`src/lbuf_pkg.sv`:
```
////////////////////
// shared widths, FSM encodings and the lbuf address union
// import with lbuf_pkg::* in the module header
////////////////////

package lbuf_pkg;

    ////////////////////
    // widths
    localparam int ADDR_W     = 64;     // host address
    localparam int LEN_W      = 32;     // buffer length in words
    localparam int DATA_W     = 64;     // packet word
    localparam int WORD_BYTES = 8;      // address step per word

    // slot select on post and completion
    localparam logic SEL_LBUF1 = 1'b0;
    localparam logic SEL_LBUF2 = 1'b1;

    ////////////////////
    // FSM encodings
    localparam logic       PST_IDLE  = 1'b0;    // post handshake
    localparam logic       PST_ACK   = 1'b1;
    localparam logic [1:0] CPL_IDLE  = 2'd0;    // completion handshake
    localparam logic [1:0] CPL_REQ   = 2'd1;
    localparam logic [1:0] CPL_END   = 2'd2;
    localparam logic [1:0] GV_OFFER1 = 2'd0;    // ping-pong giver
    localparam logic [1:0] GV_BUSY1  = 2'd1;
    localparam logic [1:0] GV_OFFER2 = 2'd2;
    localparam logic [1:0] GV_BUSY2  = 2'd3;
    localparam logic [1:0] WR_IDLE   = 2'd0;    // writer
    localparam logic [1:0] WR_RUN    = 2'd1;
    localparam logic [1:0] WR_WAIT   = 2'd2;

    ////////////////////
    // host address, full word or split into halves
    typedef struct packed {
        logic [ADDR_W/2-1:0] hi;    // nonzero -> needs 4DW header
        logic [ADDR_W/2-1:0] lo;
    } lbuf_addr_s;

    typedef union packed {
        logic [ADDR_W-1:0] full;
        lbuf_addr_s        half;
    } lbuf_addr_u;

endpackage
```
`src/lbuf_if.sv`:
```
////////////////////
// current lbuf from giver to writer
////////////////////

`timescale 1ns/1ps

interface lbuf_if import lbuf_pkg::*; ();

    lbuf_addr_u        addr;    // base address
    logic [LEN_W-1:0]  len;     // words to write
    logic              en;      // buffer handed over
    logic              is64;    // hi half of addr nonzero
    logic              dn;      // last write transferred, one cycle

    // giver side, holds fields stable while en is high
    modport giver (
        output addr,
        output len,
        output en,
        output is64,
        input  dn
    );

    // writer side
    modport taker (
        input  addr,
        input  len,
        input  en,
        input  is64,
        output dn
    );

endinterface

```
`src/rx_lbuf_top.sv`:
```
////////////////////
// rx lbuf DMA top, host post and completion, packet stream in,
// addressed memory writes out
////////////////////

`timescale 1ns/1ps

module rx_lbuf_top import lbuf_pkg::*; (
    input  logic              clk,
    input  logic              rst,

    // host post
    input  logic              post_req,
    input  logic              post_sel,
    input  logic [ADDR_W-1:0] post_addr,
    input  logic [LEN_W-1:0]  post_len,
    output logic              post_ack,

    // host completion
    output logic              cpl_req,
    output logic              cpl_sel,
    input  logic              cpl_ack,

    // packet stream
    input  logic [DATA_W-1:0] rx_data,
    input  logic              rx_valid,
    output logic              rx_ready,

    // memory writes
    output logic [ADDR_W-1:0] wr_addr,
    output logic [DATA_W-1:0] wr_data,
    output logic              wr_64b,
    output logic              wr_valid,
    input  logic              wr_ready
);

    // slot fields, host ctrl <-> giver
    lbuf_addr_u       lbuf1_addr;
    logic [LEN_W-1:0] lbuf1_len;
    logic             lbuf1_en;
    logic             lbuf1_wt;
    logic             lbuf1_dn;
    lbuf_addr_u       lbuf2_addr;
    logic [LEN_W-1:0] lbuf2_len;
    logic             lbuf2_en;
    logic             lbuf2_wt;
    logic             lbuf2_dn;

    lbuf_if lbuf ();    // giver -> writer

    ////////////////////
    // input side
    lbuf_host_ctrl i_host_ctrl (
        .clk, .rst,
        .post_req, .post_sel, .post_addr, .post_len, .post_ack,
        .cpl_req, .cpl_sel, .cpl_ack,
        .lbuf1_addr, .lbuf1_len, .lbuf1_en, .lbuf1_wt, .lbuf1_dn,
        .lbuf2_addr, .lbuf2_len, .lbuf2_en, .lbuf2_wt, .lbuf2_dn
    );

    // ping-pong
    lbuf_giver i_giver (
        .clk, .rst,
        .lbuf1_addr, .lbuf1_len, .lbuf1_en, .lbuf1_wt, .lbuf1_dn,
        .lbuf2_addr, .lbuf2_len, .lbuf2_en, .lbuf2_wt, .lbuf2_dn,
        .lbuf (lbuf.giver)
    );

    // output side
    lbuf_writer i_writer (
        .clk, .rst,
        .rx_data, .rx_valid, .rx_ready,
        .wr_addr, .wr_data, .wr_64b, .wr_valid, .wr_ready,
        .lbuf (lbuf.taker)
    );

endmodule

```
`src/lbuf_writer.sv`:
```
////////////////////
// lbuf writer, one memory write per accepted packet word until the
// current buffer is full, then reports it done to the giver
////////////////////

`timescale 1ns/1ps

module lbuf_writer import lbuf_pkg::*; (
    input  logic              clk,
    input  logic              rst,

    // packet words in
    input  logic [DATA_W-1:0] rx_data,
    input  logic              rx_valid,
    output logic              rx_ready,

    // memory writes out
    output logic [ADDR_W-1:0] wr_addr,
    output logic [DATA_W-1:0] wr_data,
    output logic              wr_64b,
    output logic              wr_valid,
    input  logic              wr_ready,

    // current buffer from giver
    lbuf_if.taker             lbuf
);

    logic [1:0]        wr_st;
    logic [ADDR_W-1:0] run_addr;    // next write address
    logic [LEN_W-1:0]  cnt;         // words still to accept
    logic              wr_last;     // output reg holds the last word
    logic              rx_fire;
    logic              wr_fire;

    // output reg free this cycle, or emptying
    assign rx_ready = (wr_st == WR_RUN) && (cnt != '0) && (!wr_valid || wr_ready);
    assign rx_fire  = rx_valid && rx_ready;
    assign wr_fire  = wr_valid && wr_ready;
    assign lbuf.dn  = wr_fire && wr_last;   // same cycle as last transfer

    ////////////////////
    // buffer FSM and counters
    always_ff @(posedge clk) begin
        if (rst) begin
            wr_st <= WR_IDLE;
            cnt   <= '0;
        end else begin
            case (wr_st)
                WR_IDLE: begin
                    if (lbuf.en) begin      // en seen low before, so a rise
                        run_addr <= lbuf.addr.full;
                        cnt      <= lbuf.len;
                        wr_st    <= WR_RUN;
                    end
                end
                WR_RUN: begin
                    if (rx_fire) begin
                        run_addr <= run_addr + ADDR_W'(WORD_BYTES);
                        cnt      <= cnt - 1'b1;
                    end
                    if (lbuf.dn) wr_st <= WR_WAIT;
                end
                default: begin              // WR_WAIT, giver drops en next
                    if (!lbuf.en) wr_st <= WR_IDLE;
                end
            endcase
        end
    end

    ////////////////////
    // output register
    always_ff @(posedge clk) begin
        if (rst) begin
            wr_valid <= 1'b0;
        end else if (rx_fire) begin
            wr_valid <= 1'b1;
        end else if (wr_ready) begin
            wr_valid <= 1'b0;               // drained, nothing new
        end
    end

    // payload, loads only on an accepted word
    always_ff @(posedge clk) begin
        if (rx_fire) begin
            wr_addr <= run_addr;
            wr_data <= rx_data;
            wr_64b  <= lbuf.is64;
            wr_last <= (cnt == LEN_W'(1));
        end
    end

endmodule

```
`src/lbuf_giver.sv`:
```
////////////////////
// ping-pong giver, hands lbuf 1 then lbuf 2 to the writer, forever
// in that order, skipping nothing
////////////////////

`timescale 1ns/1ps

module lbuf_giver import lbuf_pkg::*; (
    input  logic             clk,
    input  logic             rst,

    // slot 1 from host control
    input  lbuf_addr_u       lbuf1_addr,
    input  logic [LEN_W-1:0] lbuf1_len,
    input  logic             lbuf1_en,
    input  logic             lbuf1_wt,
    output logic             lbuf1_dn,

    // slot 2 from host control
    input  lbuf_addr_u       lbuf2_addr,
    input  logic [LEN_W-1:0] lbuf2_len,
    input  logic             lbuf2_en,
    input  logic             lbuf2_wt,
    output logic             lbuf2_dn,

    // current buffer to writer
    lbuf_if.giver            lbuf
);

    logic [1:0] gv_st;

    ////////////////////
    // giver FSM
    always_ff @(posedge clk) begin
        if (rst) begin
            gv_st    <= GV_OFFER1;      // lbuf 1 goes first
            lbuf.en  <= 1'b0;
            lbuf1_dn <= 1'b0;
            lbuf2_dn <= 1'b0;
        end else begin
            lbuf1_dn <= 1'b0;           // pulses
            lbuf2_dn <= 1'b0;
            case (gv_st)
                GV_OFFER1: begin
                    // track slot fields until it is taken
                    lbuf.addr <= lbuf1_addr;
                    lbuf.len  <= lbuf1_len;
                    lbuf.is64 <= |lbuf1_addr.half.hi;
                    if (lbuf1_en && !lbuf1_wt) begin
                        lbuf.en <= 1'b1;
                        gv_st   <= GV_BUSY1;
                    end
                end
                GV_BUSY1: begin
                    if (lbuf.dn) begin
                        lbuf.en  <= 1'b0;
                        lbuf1_dn <= 1'b1;   // to host ctrl
                        gv_st    <= GV_OFFER2;
                    end
                end
                GV_OFFER2: begin
                    lbuf.addr <= lbuf2_addr;
                    lbuf.len  <= lbuf2_len;
                    lbuf.is64 <= |lbuf2_addr.half.hi;
                    if (lbuf2_en && !lbuf2_wt) begin
                        lbuf.en <= 1'b1;
                        gv_st   <= GV_BUSY2;
                    end
                end
                default: begin              // GV_BUSY2
                    if (lbuf.dn) begin
                        lbuf.en  <= 1'b0;
                        lbuf2_dn <= 1'b1;
                        gv_st    <= GV_OFFER1;  // back to lbuf 1
                    end
                end
            endcase
        end
    end

endmodule

```
`src/lbuf_host_ctrl.sv`:
```
////////////////////
// host side of the lbuf engine, takes buffer posts and reports
// completions, both over four-phase req/ack
////////////////////

`timescale 1ns/1ps

module lbuf_host_ctrl import lbuf_pkg::*; (
    input  logic              clk,
    input  logic              rst,

    // host post
    input  logic              post_req,
    input  logic              post_sel,
    input  logic [ADDR_W-1:0] post_addr,
    input  logic [LEN_W-1:0]  post_len,
    output logic              post_ack,

    // host completion
    output logic              cpl_req,
    output logic              cpl_sel,
    input  logic              cpl_ack,

    // slot 1 to giver
    output lbuf_addr_u        lbuf1_addr,
    output logic [LEN_W-1:0]  lbuf1_len,
    output logic              lbuf1_en,
    output logic              lbuf1_wt,
    input  logic              lbuf1_dn,

    // slot 2 to giver
    output lbuf_addr_u        lbuf2_addr,
    output logic [LEN_W-1:0]  lbuf2_len,
    output logic              lbuf2_en,
    output logic              lbuf2_wt,
    input  logic              lbuf2_dn
);

    logic       pst_st;     // post FSM
    logic [1:0] cpl_st;     // completion FSM
    logic       pend1;      // slot 1 done, not yet presented
    logic       pend2;
    logic       cpl_busy;

    assign cpl_busy = (cpl_st != CPL_IDLE);

    // wait covers pending and the handshake itself
    assign lbuf1_wt = pend1 | (cpl_busy && cpl_sel == SEL_LBUF1);
    assign lbuf2_wt = pend2 | (cpl_busy && cpl_sel == SEL_LBUF2);

    ////////////////////
    // post handshake and slot storage
    always_ff @(posedge clk) begin
        if (rst) begin
            pst_st   <= PST_IDLE;
            post_ack <= 1'b0;
            lbuf1_en <= 1'b0;
            lbuf2_en <= 1'b0;
        end else begin
            if (lbuf1_dn) lbuf1_en <= 1'b0;     // buffer full, slot free
            if (lbuf2_dn) lbuf2_en <= 1'b0;
            case (pst_st)
                PST_IDLE: begin
                    if (post_req) begin
                        post_ack <= 1'b1;
                        pst_st   <= PST_ACK;
                        // a post to a slot still enabled is acked and dropped
                        if (post_sel == SEL_LBUF1 && !lbuf1_en) begin
                            lbuf1_addr.full <= post_addr;
                            lbuf1_len       <= post_len;
                            lbuf1_en        <= 1'b1;
                        end
                        if (post_sel == SEL_LBUF2 && !lbuf2_en) begin
                            lbuf2_addr.full <= post_addr;
                            lbuf2_len       <= post_len;
                            lbuf2_en        <= 1'b1;
                        end
                    end
                end
                default: begin              // PST_ACK
                    if (!post_req) begin
                        post_ack <= 1'b0;
                        pst_st   <= PST_IDLE;
                    end
                end
            endcase
        end
    end

    ////////////////////
    // completion handshake, slot 1 wins a tie
    always_ff @(posedge clk) begin
        if (rst) begin
            cpl_st  <= CPL_IDLE;
            cpl_req <= 1'b0;
            pend1   <= 1'b0;
            pend2   <= 1'b0;
        end else begin
            case (cpl_st)
                CPL_IDLE: begin
                    if (pend1) begin
                        pend1   <= 1'b0;
                        cpl_sel <= SEL_LBUF1;
                        cpl_req <= 1'b1;
                        cpl_st  <= CPL_REQ;
                    end else if (pend2) begin
                        pend2   <= 1'b0;
                        cpl_sel <= SEL_LBUF2;
                        cpl_req <= 1'b1;
                        cpl_st  <= CPL_REQ;
                    end
                end
                CPL_REQ: begin
                    if (cpl_ack) begin
                        cpl_req <= 1'b0;
                        cpl_st  <= CPL_END;
                    end
                end
                default: begin              // CPL_END, wait for ack low
                    if (!cpl_ack) cpl_st <= CPL_IDLE;
                end
            endcase
            if (lbuf1_dn) pend1 <= 1'b1;    // set wins over the clear above
            if (lbuf2_dn) pend2 <= 1'b1;
        end
    end

endmodule

```
`config.mk`:
```
export PLATFORM = sky130hd
export DESIGN_NAME = rx_lbuf_top
export DESIGN_NICKNAME = d
export VERILOG_FILES = /design/src/lbuf_pkg.sv /design/src/lbuf_if.sv /design/src/rx_lbuf_top.sv /design/src/lbuf_writer.sv /design/src/lbuf_giver.sv /design/src/lbuf_host_ctrl.sv
export SDC_FILE = /design/constraint.sdc
export NUM_CORES = 1
export LEC_CHECK = 0
export BUFFER_PORTS_ARGS = -buffer_cell sky130_fd_sc_hd__buf_2
export CORE_ASPECT_RATIO = 1.2
export CORE_MARGIN = 2
export CORE_UTILIZATION = 25
export DETAILED_ROUTE_END_ITERATION = 8
export MAX_ROUTING_LAYER = met4
export PLACE_DENSITY_LB_ADDON = 0.1
export SYNTH_ARGS = -nofsm -noshare
export SYNTH_HDL_FRONTEND = slang
export SYNTH_SLANG_ARGS = --single-unit
```
`constraint.sdc`:
```
create_clock -name clk -period 24.3 [get_ports clk]
set_input_delay 3.645 -clock clk [delete_from_list [all_inputs] [get_ports clk]]
set_output_delay 3.645 -clock clk [all_outputs]
set_load 0.02 [all_outputs]
```
==> flow_metrics.py <==
metrics = {
    "finish": {
        "nFillCells": 8044,
        "final_layout_size_suffix_gt1_frac": 0.297,
        "fin_area_um2": 25000,
        "stdcell_count": 2775,
        "fin_nets": 1841,
        "areaGrowthSynthToFinish_pct": 22.8,
    },
    "setup_path": {
        "path_cells": "buf_2 > nand2b_1 > nand2_1 > nor2_1 > buf_2",
        "worstPathBufferInverterCount": 2,
        "crit_start": "wr_ready",
        "endpoint_kind": "primary output",
        "max_stage_delay_ps": 200,
        "critical_path.slowest_cell": "buf_2",
        "cp.arrival_ps": 4320,
        "worst-path-max-fanout": 3,
        "crit_family": "simple AND/OR/NAND/NOR gates",
        "cp-start-kind": "input port",
        "crit_path_frequent_cell": "buf_2",
        "worstPathRequired_ps": 20650,
        "reg2reg_from": "i_giver.gv_st[0]",
        "worstSetupPathType": "input port to primary output",
    },
    "synthesis": {
        "syn_inst": 1342,
        "synthTopCellsByCount": "484 x edfxtp_1, 146 x nand2_1, 97 x mux2_2",
        "synthTopCellsByArea": "edfxtp_1 71%, mux2_2 5.4%, dfxtp_1 4.8%, nand2_1 2.7%, o21ai_0 1.9%",
        "synthesis.nets": 1515,
        "yosysWarningCount": 0,
        "synth_edf_count": 484,
        "synth_top_area_frac": 0.713,
        "async_reset_ff_frac": 0,
        "syn_avg_cell_area_um2": 15.2,
        "synth_top_area_cell": "edfxtp_1",
        "ys.flop_type": "edfxtp_1",
        "yosysMostFrequentCell": "edfxtp_1",
        "synth-seq-area-share": 0.761,
        "synth.cell_area_um2": 20400,
        "yosysUniqueCellTypes": 49,
        "ys_ff_latch": 533,
    },
    "power": {
        "power_density_nw_per_um2": 108,
        "leakage_nw": 8.59,
        "ir_worst_vdd_mv": 0.0528,
        "intPower_mw": 1.87,
        "power_mw": 2.71,
        "clkPwrFrac": 0.318,
        "p_sw_mw": 0.844,
        "swShare": 0.311,
        "p_seq_frac": 0.465,
        "p_comb_frac": 0.217,
    },
    "timing": {
        "slew_viol_final": 0,
        "fmaxAchievable_mhz": 126,
        "slew_headroom": 0.239,
        "period_share": 0.328,
        "clock_skew_ps": 21.3,
        "hold_violations": 0,
        "hold_ws_ps": 418,
        "finalCriticalPeriod_ps": 7960,
        "rsz0062_at_grt": "no",
        "setup_viol_count_final": 0,
        "setup_tns_ps": 0,
        "worstMarginPinSlew_ps": 1140,
    },
    "drt": {
        "drtAntennaViolNets": 0,
        "drc": 0,
        "via_per_inst": 4.32,
        "wl_per_cell_um": 18.7,
        "drt-total-wl_um": 51800,
        "first_pass_iters": 4,
        "initialDrtViolationCount": 637,
        "via_count": 12000,
    },
    "clock_tree": {
        "clk_pin_slew_ps": 60,
        "clock_latency_ps": 630,
        "cts_buffers": 60,
        "clockBufferDepth": 3,
        "cts_hold_buffers": 0,
        "clock-sinks": 533,
        "ctsHtreeMaxLevel": 2,
        "cts_tree": "yes",
        "cts.repair.resized": 0,
        "cts_setup_buffers": 0,
        "cts_root_buf": "clkbuf_16",
    },
    "die": {
        "die_area_um2": 83900,
        "die_w_um": 265,
        "core_area_um2": 80700,
        "num_io_pins": 301,
        "row_count": 114,
        "initial_core_util": 0.253,
        "die_h_um": 317,
    },
    "global_routing": {
        "grt_overflow_total": 0,
        "grt_first_pass_wirelength_um": 77200,
        "grtUsageTotal": 0.125,
        "antenna_found_initial": 13,
        "grt_max_degree": 101,
        "first_global_vias": 12400,
    },
    "placed_design": {
        "dp_hpwl_um": 34000,
        "port_buffers": 300,
        "gp_congestion": 0.740,
        "dpl_cell_area_um2": 23100,
        "dpl.cell_count": 2650,
    },
    "worst_hold_path": {
        "min-delay-start": "i_writer.run_addr[2]",
        "hold_path.class": "flip-flop to flip-flop",
    },
    "run": {
        "cap_violations": 0,
    },
    "status": {
        "status": "completed",
    },
}
## path summary, 6_finish.rpt
| check | cells past startpoint | slack, ps | endpoint |
|---|---|---|---|
| setup reg to reg | 5 | 20730 | i_giver.lbuf.addr[60] |
| setup / recovery | 5 | 16340 | rx_ready |
| hold / removal | 0 | 420 | i_writer.wr_addr[2] |
| hold reg to reg | 0 | 420 | i_writer.wr_addr[2] |
## cells in the final DEF (no fill, tap or decap), types with 41 or more instances in the layout
cell,netlist,final
buf_2,2,300
mux2_2,97,97
a21oi_1,49,49
edfxtp_1,484,484
dfxtp_1,49,49
xnor2_1,41,41
o21ai_0,76,76
clkbuf_16,0,62
nand2_1,146,146
nor2_1,69,67
## cell families after synthesis
group / count (synthesis) / synth area share
AOI/OAI and AO/OA: 193 / 0.0534
xor gates and xnor gates: 59 / 0.0253
adders and majority gates: 6 / 0.00368
buffers and inverters: 77 / 0.0158
DFF: 533 / 0.761
muxes: 98 / 0.0541
and+or+nand+nor: 376 / 0.0868
## through the flow
| step | utilization | worst slack, ps |
|---|---|---|
| detailed placement | 0.287 | 16320 |
| global route | 0.310 | 16290 |
| floorplan | - | 12740 |
| global placement | 0.287 | 16290 |
| CTS | 0.310 | 16320 |
| finish | 0.310 | 16340 |
## power groups by stage
stage               clock network (mW)  logic (mW)  registers [mW]
CTS                              0.902       0.612            1.26
floorplan                            0       0.378            1.31
global route                     0.935       0.666            1.28
detailed placement                   0       0.610            1.28
finish                           0.863       0.589            1.26
global placement                     0       0.607            1.28
## flip-flops by register name, indices dropped and copies added (netlist names), 2 cells and up
| register | flops |
|---|---|
| i_giver.lbuf.addr | 64 |
| i_host_ctrl.lbuf1_addr | 64 |
| i_host_ctrl.lbuf2_addr | 64 |
| i_writer.run_addr | 64 |
| i_writer.wr_addr | 64 |
| i_writer.wr_data | 64 |
| i_giver.lbuf.len | 32 |
| i_host_ctrl.lbuf1_len | 32 |
| i_host_ctrl.lbuf2_len | 32 |
| i_writer.cnt | 32 |
| i_giver.gv_st | 2 |
| i_host_ctrl.cpl_st | 2 |
| i_writer.wr_st | 2 |
## routing by layer
layer,up-vias,part of all wire,global-route usage
met4,0,0.021,0.0340
met3,76,0.064,0.0340
met1,5865,0.42,0.146
met2,305,0.49,0.213
li1,5739,-,-
met5,-,0,-
## cell type report
class | count | area, um^2 | area share
Clock buffer | 83 | 1630 | 0.0651
Antenna cell | 12 | 30.0 | 0.00120
Sequential cell | 533 | 15500 | 0.620
Clock inverter | 30 | 226 | 0.00905
Tap cell | 1044 | 1310 | 0.0522
Multi-Input combinational cell | 732 | 4600 | 0.184
Timing Repair Buffer | 317 | 1630 | 0.0651
Inverter | 24 | 95.1 | 0.00380
(Power assumes the default switching activity.)
